===== src/rtl/anc_pkg.sv =====
package anc_pkg;

    localparam int SAMPLE_W = 14;
    localparam int WEIGHT_W = 32;
    localparam int ACC_W    = 48;

    typedef logic signed [SAMPLE_W-1:0] sample_t;

    // fixed point, FRAC_BITS set at the top level
    typedef logic signed [WEIGHT_W-1:0] weight_t;

    typedef logic signed [ACC_W-1:0] acc_t;

    // one sample set per frame
    typedef struct packed {
        sample_t primary_a;
        sample_t primary_b;
        sample_t noise_ref;
    } frame_in_t;

    typedef enum logic [2:0] {
        PH_IDLE   = 3'd0,
        PH_SHIFT  = 3'd1,
        PH_FILTER = 3'd2,
        PH_ERROR  = 3'd3,
        PH_UPDATE = 3'd4,
        PH_HOLD   = 3'd5
    } phase_e;

endpackage


===== src/rtl/anc_channel.sv =====
`timescale 1ns/1ps

module anc_channel
    import anc_pkg::*;
#(
    parameter int TAPS      = 8,
    parameter int FRAC_BITS = 16,
    parameter int MU_SHIFT  = 14
)
(
    input  logic                      clk,
    input  logic                      rstn,
    input  sample_t                   primary,
    input  phase_e                    phase,
    input  logic [$clog2(TAPS)-1:0]   tap,
    input  sample_t                   ref_tap,
    output sample_t                   err
);

    sample_t    primary_q;
    acc_t       acc;
    acc_t       product;
    sample_t    estimate;
    weight_t    rd_weight;
    weight_t    err_ref;
    weight_t    step;
    weight_t    new_weight;
    logic       wr_en;

    // weight times reference at full accumulator width
    assign product = acc_t'(rd_weight) * acc_t'(ref_tap);

    // drop the weight fraction and keep the low sample bits
    assign estimate = sample_t'(acc >>> FRAC_BITS);

    always_ff @(posedge clk)
    begin
        if (phase == PH_SHIFT)
        begin
            primary_q <= primary;
            acc       <= '0;
        end
        else if (phase == PH_FILTER)
        begin
            acc <= acc + product;
        end
    end

    always_ff @(posedge clk or negedge rstn)
    begin
        if (!rstn)
            err <= '0;
        else if (phase == PH_ERROR)
            err <= primary_q - estimate;
    end

    // lms step is err * ref scaled down by mu
    assign err_ref    = weight_t'(err) * weight_t'(ref_tap);
    assign step       = err_ref >>> MU_SHIFT;
    assign new_weight = rd_weight + step;
    assign wr_en      = (phase == PH_UPDATE);

    // read and write back the same tap each update cycle
    anc_weight_bank #(
        .TAPS (TAPS)
    ) i_weight_bank (
        .clk     (clk),
        .rstn    (rstn),
        .rd_addr (tap),
        .rd_data (rd_weight),
        .wr_en   (wr_en),
        .wr_addr (tap),
        .wr_data (new_weight)
    );

endmodule


===== src/rtl/anc_ref_delay_line.sv =====
`timescale 1ns/1ps

module anc_ref_delay_line
    import anc_pkg::*;
#(
    parameter int TAPS = 8
)
(
    input  logic                      clk,
    input  logic                      rstn,
    input  sample_t                   noise_ref,
    input  phase_e                    phase,
    input  logic [$clog2(TAPS)-1:0]   tap,
    output sample_t                   ref_tap
);

    // index 0 holds the newest reference sample
    sample_t ref_q [TAPS];

    always_ff @(posedge clk or negedge rstn)
    begin
        if (!rstn)
        begin
            for (int k = 0; k < TAPS; k++)
                ref_q[k] <= '0;
        end
        else if (phase == PH_SHIFT)
        begin
            ref_q[0] <= noise_ref;
            for (int k = 1; k < TAPS; k++)
                ref_q[k] <= ref_q[k-1];
        end
    end

    // shared by the filter and update passes of both channels
    assign ref_tap = ref_q[tap];

endmodule


===== src/rtl/anc_sequencer.sv =====
`timescale 1ns/1ps

module anc_sequencer
    import anc_pkg::*;
#(
    parameter int TAPS = 8
)
(
    input  logic                      clk,
    input  logic                      rstn,
    input  logic                      head_flag,
    output phase_e                    phase,
    output logic [$clog2(TAPS)-1:0]   tap,
    output logic                      frame_done
);

    localparam int TAP_W = $clog2(TAPS);

    logic last_tap;

    assign last_tap = (tap == TAP_W'(TAPS - 1));

    always_ff @(posedge clk or negedge rstn)
    begin
        if (!rstn)
        begin
            phase      <= PH_IDLE;
            tap        <= '0;
            frame_done <= 1'b0;
        end
        else
        begin
            frame_done <= 1'b0;
            case (phase)
                PH_IDLE:
                begin
                    if (head_flag)
                        phase <= PH_SHIFT;
                end
                PH_SHIFT:
                begin
                    phase <= PH_FILTER;
                end
                // one tap per cycle
                PH_FILTER:
                begin
                    if (last_tap)
                    begin
                        tap   <= '0;
                        phase <= PH_ERROR;
                    end
                    else
                        tap <= tap + 1'b1;
                end
                PH_ERROR:
                begin
                    phase <= PH_UPDATE;
                end
                PH_UPDATE:
                begin
                    if (last_tap)
                    begin
                        tap        <= '0;
                        phase      <= PH_HOLD;
                        frame_done <= 1'b1;
                    end
                    else
                        tap <= tap + 1'b1;
                end
                // re-arm only once the flag drops
                PH_HOLD:
                begin
                    if (!head_flag)
                        phase <= PH_IDLE;
                end
                default:
                begin
                    phase <= PH_IDLE;
                    tap   <= '0;
                end
            endcase
        end
    end

endmodule


===== src/rtl/anc_top.sv =====
`timescale 1ns/1ps

module anc_top
    import anc_pkg::*;
#(
    parameter int TAPS      = 8,
    parameter int FRAC_BITS = 16,
    parameter int MU_SHIFT  = 14
)
(
    input  logic        clk,
    input  logic        rstn,
    input  logic        head_flag,
    input  frame_in_t   frame,
    output sample_t     dout,
    output logic        frame_done
);

    localparam int TAP_W = $clog2(TAPS);

    phase_e             phase;
    logic [TAP_W-1:0]   tap;
    sample_t            ref_tap;
    sample_t            err_a;
    sample_t            err_b;
    logic               load_dout;

    anc_sequencer #(
        .TAPS (TAPS)
    ) i_sequencer (
        .clk        (clk),
        .rstn       (rstn),
        .head_flag  (head_flag),
        .phase      (phase),
        .tap        (tap),
        .frame_done (frame_done)
    );

    anc_ref_delay_line #(
        .TAPS (TAPS)
    ) i_ref_delay_line (
        .clk       (clk),
        .rstn      (rstn),
        .noise_ref (frame.noise_ref),
        .phase     (phase),
        .tap       (tap),
        .ref_tap   (ref_tap)
    );

    anc_channel #(
        .TAPS      (TAPS),
        .FRAC_BITS (FRAC_BITS),
        .MU_SHIFT  (MU_SHIFT)
    ) i_channel_a (
        .clk     (clk),
        .rstn    (rstn),
        .primary (frame.primary_a),
        .phase   (phase),
        .tap     (tap),
        .ref_tap (ref_tap),
        .err     (err_a)
    );

    anc_channel #(
        .TAPS      (TAPS),
        .FRAC_BITS (FRAC_BITS),
        .MU_SHIFT  (MU_SHIFT)
    ) i_channel_b (
        .clk     (clk),
        .rstn    (rstn),
        .primary (frame.primary_b),
        .phase   (phase),
        .tap     (tap),
        .ref_tap (ref_tap),
        .err     (err_b)
    );

    // last update cycle, so dout lines up with frame_done
    assign load_dout = (phase == PH_UPDATE) && (tap == TAP_W'(TAPS - 1));

    always_ff @(posedge clk or negedge rstn)
    begin
        if (!rstn)
            dout <= '0;
        else if (load_dout)
            dout <= err_a + err_b;
    end

endmodule


===== src/rtl/anc_weight_bank.sv =====
`timescale 1ns/1ps

module anc_weight_bank
    import anc_pkg::*;
#(
    parameter int TAPS = 8
)
(
    input  logic                      clk,
    input  logic                      rstn,
    input  logic [$clog2(TAPS)-1:0]   rd_addr,
    output weight_t                   rd_data,
    input  logic                      wr_en,
    input  logic [$clog2(TAPS)-1:0]   wr_addr,
    input  weight_t                   wr_data
);

    weight_t weight_q [TAPS];

    // weights start from zero after reset
    always_ff @(posedge clk or negedge rstn)
    begin
        if (!rstn)
        begin
            for (int k = 0; k < TAPS; k++)
                weight_q[k] <= '0;
        end
        else if (wr_en)
        begin
            weight_q[wr_addr] <= wr_data;
        end
    end

    // combinational read, same cycle
    assign rd_data = weight_q[rd_addr];

endmodule


===== config.mk =====
export PLATFORM = sky130hd
export DESIGN_NAME = anc_top
export DESIGN_NICKNAME = d
export VERILOG_FILES = /design/src/rtl/anc_pkg.sv /design/src/rtl/anc_channel.sv /design/src/rtl/anc_ref_delay_line.sv /design/src/rtl/anc_sequencer.sv /design/src/rtl/anc_top.sv /design/src/rtl/anc_weight_bank.sv
export SDC_FILE = /design/constraint.sdc
export NUM_CORES = 2
export LEC_CHECK = 0
export ABC_AREA = 1
export CELL_PAD_IN_SITES_DETAIL_PLACEMENT = 0
export CELL_PAD_IN_SITES_GLOBAL_PLACEMENT = 1
export CORE_MARGIN = 1.5
export CORE_UTILIZATION = 45
export CTS_CLUSTER_SIZE = 28
export DETAILED_ROUTE_END_ITERATION = 7
export DONT_BUFFER_PORTS = 1
export GPL_ROUTABILITY_DRIVEN = 0
export PLACE_DENSITY_LB_ADDON = 0.1
export SYNTH_ARGS = -nofsm -noshare
export SYNTH_HDL_FRONTEND = slang
export SYNTH_SLANG_ARGS = --single-unit
export TNS_END_PERCENT = 20

===== constraint.sdc =====
create_clock -name clk -period 11 [get_ports clk]
set_clock_uncertainty 0.1 [all_clocks]
set_input_delay 1.1 -clock clk [delete_from_list [all_inputs] [get_ports clk]]
set_output_delay 1.1 -clock clk [all_outputs]
set_load 0.01 [all_outputs]

-- Word level (Yosys, flattened, before mapping)
Cells that the tools add are included.
- latch bits: 0
- bits in writable memories: 0
- memories: 0
- word-level logic and storage cells: 87
- output and inout bits: 15
- register bits: 797
- ROM bits: 0
- bitwise logic cells: 1
- add/sub/neg operators: 8
- reductions and logical operators: 6
- order comparisons: 2
- equality and inequality tests: 10
- div/mod/pow operators: 0
- shifts and indexed selects: 0
- mux-type cells: 22
- multiply operators: 4
- operators with widths (operator ; number):
    bitwise mux 256 bit ; 2
    binary-select mux 32 bit (select 3 bit) ; 2
    two-way mux 32 bit ; 5
    adder 48 bit ; 2
    demux 32 bit (select 3 bit) ; 1
    multiplier 32 x 14 -> 46 bit ; 2
    adder 32 x 14 -> 32 bit ; 2
    multiplier 14 x 14 -> 28 bit ; 2
    binary-select mux 14 bit (select 3 bit) ; 1
    two-way mux 14 bit ; 2
    subtractor 14 bit ; 2
    one-hot mux 3 bit (6 select lines) ; 1
    two-way mux 3 bit ; 5
    adder 14 bit ; 1
    equality test 3 bit (second input constant) ; 3
    inequality test 2 bit (second input constant) ; 4
    equality test 3 x 2 -> 1 bit (second input constant) ; 2
    one-hot mux 3 bit (2 select lines) ; 1
    >= comparator 4 bit (second input constant) ; 1
    < comparator 4 x 1 -> 1 bit (second input constant) ; 1
    inverter 3 -> 4 bit ; 1
    AND reduction 4 bit ; 1
    OR reduction 4 bit ; 1
    adder 3 x 1 -> 3 bit (second input constant) ; 1
    other kinds (5) ; 7

-- Logic depth before layout (Yosys ltp)
- depth after elaboration: 7
- mapped depth: 56

-- Modules after synthesis
From an unflattened synthesis, not the netlist that was laid out.
- cells, all modules: 10551
- area total of the unflattened synthesis: 78645.4 µm²
- by module, submodules not included (module ; seq. area each (µm²) ; times used ; cells each ; area an instance (µm²)):
    anc_weight_bank ; 6406.1 ; 2 ; 1716 ; 12467.0
    anc_channel at i_channel_a ; 1371.3 ; 1 ; 3119 ; 23455.0
    anc_channel at i_channel_b ; 1371.3 ; 1 ; 3006 ; 23060.9
    anc_ref_delay_line ; 2802.7 ; 1 ; 734 ; 5440.2
    anc_top ; 350.3 ; 1 ; 211 ; 1370.1
    anc_sequencer ; 175.2 ; 1 ; 49 ; 385.4

-- Worst setup path before layout
OpenSTA, ideal clock, no wires.
- kind: flip-flop to flip-flop
- start point: register i_sequencer.tap[0]
- end point: register i_channel_a.acc[29]
- cell stages (with the launch flop): 48
- slack: 1.592 ns
- arrival time: 9.195 ns
- period minus slack after synthesis: 9.408 ns
- cell sequence: dfrtp_1 -> buf_6 -> buf_6 -> nor2_4 -> clkbuf_1 -> clkbuf_1 -> buf_1 -> a221oi_1 -> nand4_1 -> clkbuf_1 -> nand2_1 -> fa_1 -> inv_1 -> fa_1 -> fa_1 -> inv_1 -> fa_1 -> fa_1 -> (+12 left out) -> o21bai_1 -> a21oi_1 -> o21ai_0 -> xnor2_1 -> inv_1 -> ha_1 -> a21o_1 -> a21oi_1 -> nor2_1 -> a2111oi_0 -> o21a_1 -> inv_1 -> nand3_1 -> nand3_1 -> nand3_1 -> nand2_1 -> nand2_1 -> nor2_1
- word-level cells in the longest chain between the ends: 6
- elaborated cells on any way between the ends: 9
- classes of those cells: 1 x add/sub; 1 x mul; 6 x mux; 1 x bitwise
- RTL lines (what ; line ; RTL):
    from (decl) ; anc_sequencer.sv:13 ; output logic [$clog2(TAPS)-1:0] tap,
    from (signal assigned) ; anc_sequencer.sv:53 ; tap <= tap + 1'b1;
    from (signal assigned) ; anc_sequencer.sv:68 ; tap <= tap + 1'b1;
    inverter 3 -> 4 bit (not written as such) * ; anc_ref_delay_line.sv:36, anc_weight_bank.sv:35 ;
    binary-select mux 32 bit (select 3 bit) / binary-select mux 14 bit (select 3 bit) (equally long branches) ; anc_weight_bank.sv:35, anc_ref_delay_line.sv:36 ;
    two-way mux 32 bit (not written as such) / two-way mux 14 bit (equally long branches) (2 in series) ; anc_weight_bank.sv:35, anc_ref_delay_line.sv:36 ;
    multiplier 32 x 14 -> 46 bit * ; anc_channel.sv:31 ; assign product = acc_t'(rd_weight) * acc_t'(ref_tap);
    adder 48 bit * ; anc_channel.sv:45 ; acc <= acc + product;
    to (signal assigned) ; anc_channel.sv:45 ;
    to (decl) ; anc_channel.sv:21 ; acc_t acc;
Every way passes the cells marked *; elsewhere a longest branch is shown, timed or not. The select of a mux whose other input is x is not followed.
A chain may end at the register's enable or synchronous reset.

-- Worst setup path after layout
- start point: register i_sequencer.tap[2]
- end point: register i_channel_a.acc[29]
The elaborated chain is that of the path after synthesis.

==> flow_metrics.env <==
export IMPL_io_pins=60
export IMPL_synthDistinctLibCells=70
export IMPL_setup_viol=0
export IMPL_cts_root_buffer="clkbuf_16"
export IMPL_synth_fp_nets=10200
export IMPL_via_count=57500
export IMPL_ys_flop_type="dfrtp_1"
export IMPL_yosys_warnings=0
export IMPL_netlist_top_cells_count="2217 x nand2_1, 1683 x inv_1, 893 x fa_1"
export IMPL_grt_pass1_vias=58300
export IMPL_synthArstFlopShare_pct=87.9
export IMPL_antenna_found_initial=10
export IMPL_cts_path_max_buffers=3
export IMPL_drt_iter0_markers=4710
export IMPL_syn_area_per_cell_um2=8.13
export IMPL_synth_most_common_cell="nand2_1"
export IMPL_hold_path_class="input port to async pin"
export IMPL_fin_crit_sh_pct=94.6
export IMPL_cp_max_fo=17
export IMPL_cts_tree="yes"
export IMPL_fin_area_um2=77800
export IMPL_grt_max_degree=175
export IMPL_clk_pin_slew_ns=0.06
export IMPL_port_buffers=0
export IMPL_cts_inserted_buffers=90
export IMPL_area_growth_pct=8.54
export IMPL_drive_above_1_share_pct=5.56
export IMPL_htree_levels=3
export IMPL_fin_nets=10100
export IMPL_grt_overflow=0
export IMPL_critical_path_slowest_cell="nor2_4"
export IMPL_synth_edf_count=28
export IMPL_postRouteAntennaNets=0
export IMPL_critPathCaptureType="flop"
export IMPL_r2r_end="i_channel_a.acc[29]"
export IMPL_remaining_drc_errors=0
export IMPL_critical_path_class="flop to flop"
export IMPL_multiInputGateArea_um2=45700
export IMPL_fmax_mhz=96.1
export IMPL_route_detailed_wl_per_inst_um=20.9
export IMPL_r2r_start="i_sequencer.tap[2]"
export IMPL_coreArea_um2=158000
export IMPL_fp_row_count=146
export IMPL_synth_area_um2=71700
export IMPL_fillers=15400
export IMPL_drv_slew=0
export IMPL_max_stage_delay_ns=0.57
export IMPL_maxCapViolations=0
export IMPL_period_minus_slack_ns=10.40
export IMPL_synth_top_area_cell="fa_1"
export IMPL_slew_headroom_pct=23.8
export IMPL_initial_utilization_pct=45.3
export IMPL_worst_path_buf_inv=6
export IMPL_regArea_um2=18100
export IMPL_grt_pass1_wl_mm=355
export IMPL_worst_pin_slew_ns=1.13
export IMPL_die_h_um=402
export IMPL_ys_top_cells_by_area="fa_1 25%, dfrtp_1 22%, nand2_1 12%, inv_1 8.8%, ha_1 7.8%"
export IMPL_clk_latency_ns=0.75
export IMPL_rsz0062_at_grt="yes"
export IMPL_cp_start_kind="flop"
export IMPL_synth_top_area_share_pct=24.9
export IMPL_outcome="finished clean"
export IMPL_critical_path_arrival_ns=10.90
export IMPL_ys_seq_area_share_pct=25.2
export IMPL_grt_usage_pct=28.7
export IMPL_routed_wl_mm=228
export IMPL_post_dp_hpwl_mm=170
export IMPL_dieArea_um2=162000
export IMPL_first_pass_iters=6
export IMPL_yosys_register_bits=729
export IMPL_crit_required_ns=11.50
export IMPL_cts_sinks=729
export IMPL_r2r_slack_ns=0.60
export IMPL_critPathTopFamily="adder cells"
export IMPL_post_dp_cell_area_um2=74500
export IMPL_syn_inst=8810
export IMPL_dieWidth_um=402
export IMPL_timing_final_hold_violations=0
export IMPL_via_per_inst=5.28
export IMPL_hold_buffers=0
export IMPL_reg2reg_depth=44
==> layout by cell type (no fill, tap or decap), types with 122 or more instances in the layout <==
cell     netlist  routed
a21oi_1      261     261
buf_4          6     179
dfrtp_1      641     640
fa_1         893     893
ha_1         445     445
inv_1       1683    1680
nand2_1     2217    2207
nand3_1      206     205
nor2_1       477     469
o21ai_0      688     687
xor2_1       123     122
==> state kept, by name, summed over array words and instances (netlist names), 30 cells and up <==
name and cells:
i_channel_b.acc 30, i_ref_delay_line.ref_q 112, i_channel_a.i_weight_bank.weight_q 240, i_channel_b.i_weight_bank.weight_q 240, i_channel_a.acc 30
==> per-stage QoR <==
step / util, % / setup slack [ns] / instances / TNS [ns] / hold WS, ns
detailed placement: 47.1 / 0.441 / 10700 / 0 / 0.359
global placement: 47.1 / 0.585 / 10700 / 0 / 0.354
finish: 49.2 / 0.598 / 10900 / 0 / 0.138
floorplan: - / 1.59 / 8810 / 0 / 0.342
global route: 49.2 / -0.0849 / 10900 / -0.0849 / 0.155
CTS: 49.1 / 0.424 / 10900 / 0 / 0.137
==> logic make-up after synthesis <==
group,count (synthesis),synth area share [%]
AO/OA/AOI/OAI,1335,10.6
AND/OR/NAND/NOR,3079,17.3
flip-flops,729,25.2
adder cells (fa/ha/maj),1338,32.7
buffers and inverters,2092,11.2
XOR/XNOR,237,2.95
==> area by class of cell <==
cell class / count / share of cell area (%)
Clock buffer: 137 / 3.37
Antenna cell: 5 / 0.0161
Timing Repair Buffer: 200 / 2.28
Multi-Input combinational cell: 5989 / 58.8
Sequential cell: 729 / 23.2
Tap cell: 2072 / 3.33
Clock inverter: 30 / 0.631
Inverter: 1726 / 8.36
==> routing by layer <==
metal	global-route usage, %	routed length (um)
met1	40.7	103000
met2	45.8	104000
met3	4.71	15200
met4	7.30	5960
met5	0	0
==> how the worst max path moves through the flow <==
stage,start,end,slack (ns),depth (start not counted)
floorplan,i_sequencer.tap[0],i_channel_a.acc[29],1.59,47
CTS,i_sequencer.tap[2],i_channel_b.i_weight_bank.weight_q[184],0.42,42
detailed placement,i_sequencer.tap[2],i_channel_b.i_weight_bank.weight_q[184],0.44,42
global placement,i_sequencer.tap[2],i_channel_b.i_weight_bank.weight_q[184],0.58,42
finish,i_sequencer.tap[2],i_channel_a.acc[29],0.60,44
global route,i_sequencer.tap[1],i_channel_a.acc[29],-0.08,44
==> what timing repair did <==
action,4_1_cts,5_1_grt
buffers inserted,0,7
gates resized for setup,0,20
endpoints found under the setup margin,0,99
==> worst reg2reg max path: cells and delay by family (launching register included) <==
kind | cells | cell delay, ns
AOI/OAI and AO/OA | 13 | 3.06
xor gates and xnor gates | 1 | 0.34
adders and majority gates | 8 | 3.65
buffers and inverters | 6 | 0.53
DFF | 1 | 0.46
and+or+nand+nor | 16 | 2.16
Power is left out: the tool's default activity adds up to more than one toggle a clock period on the data nets, which glitch-free logic cannot reach.
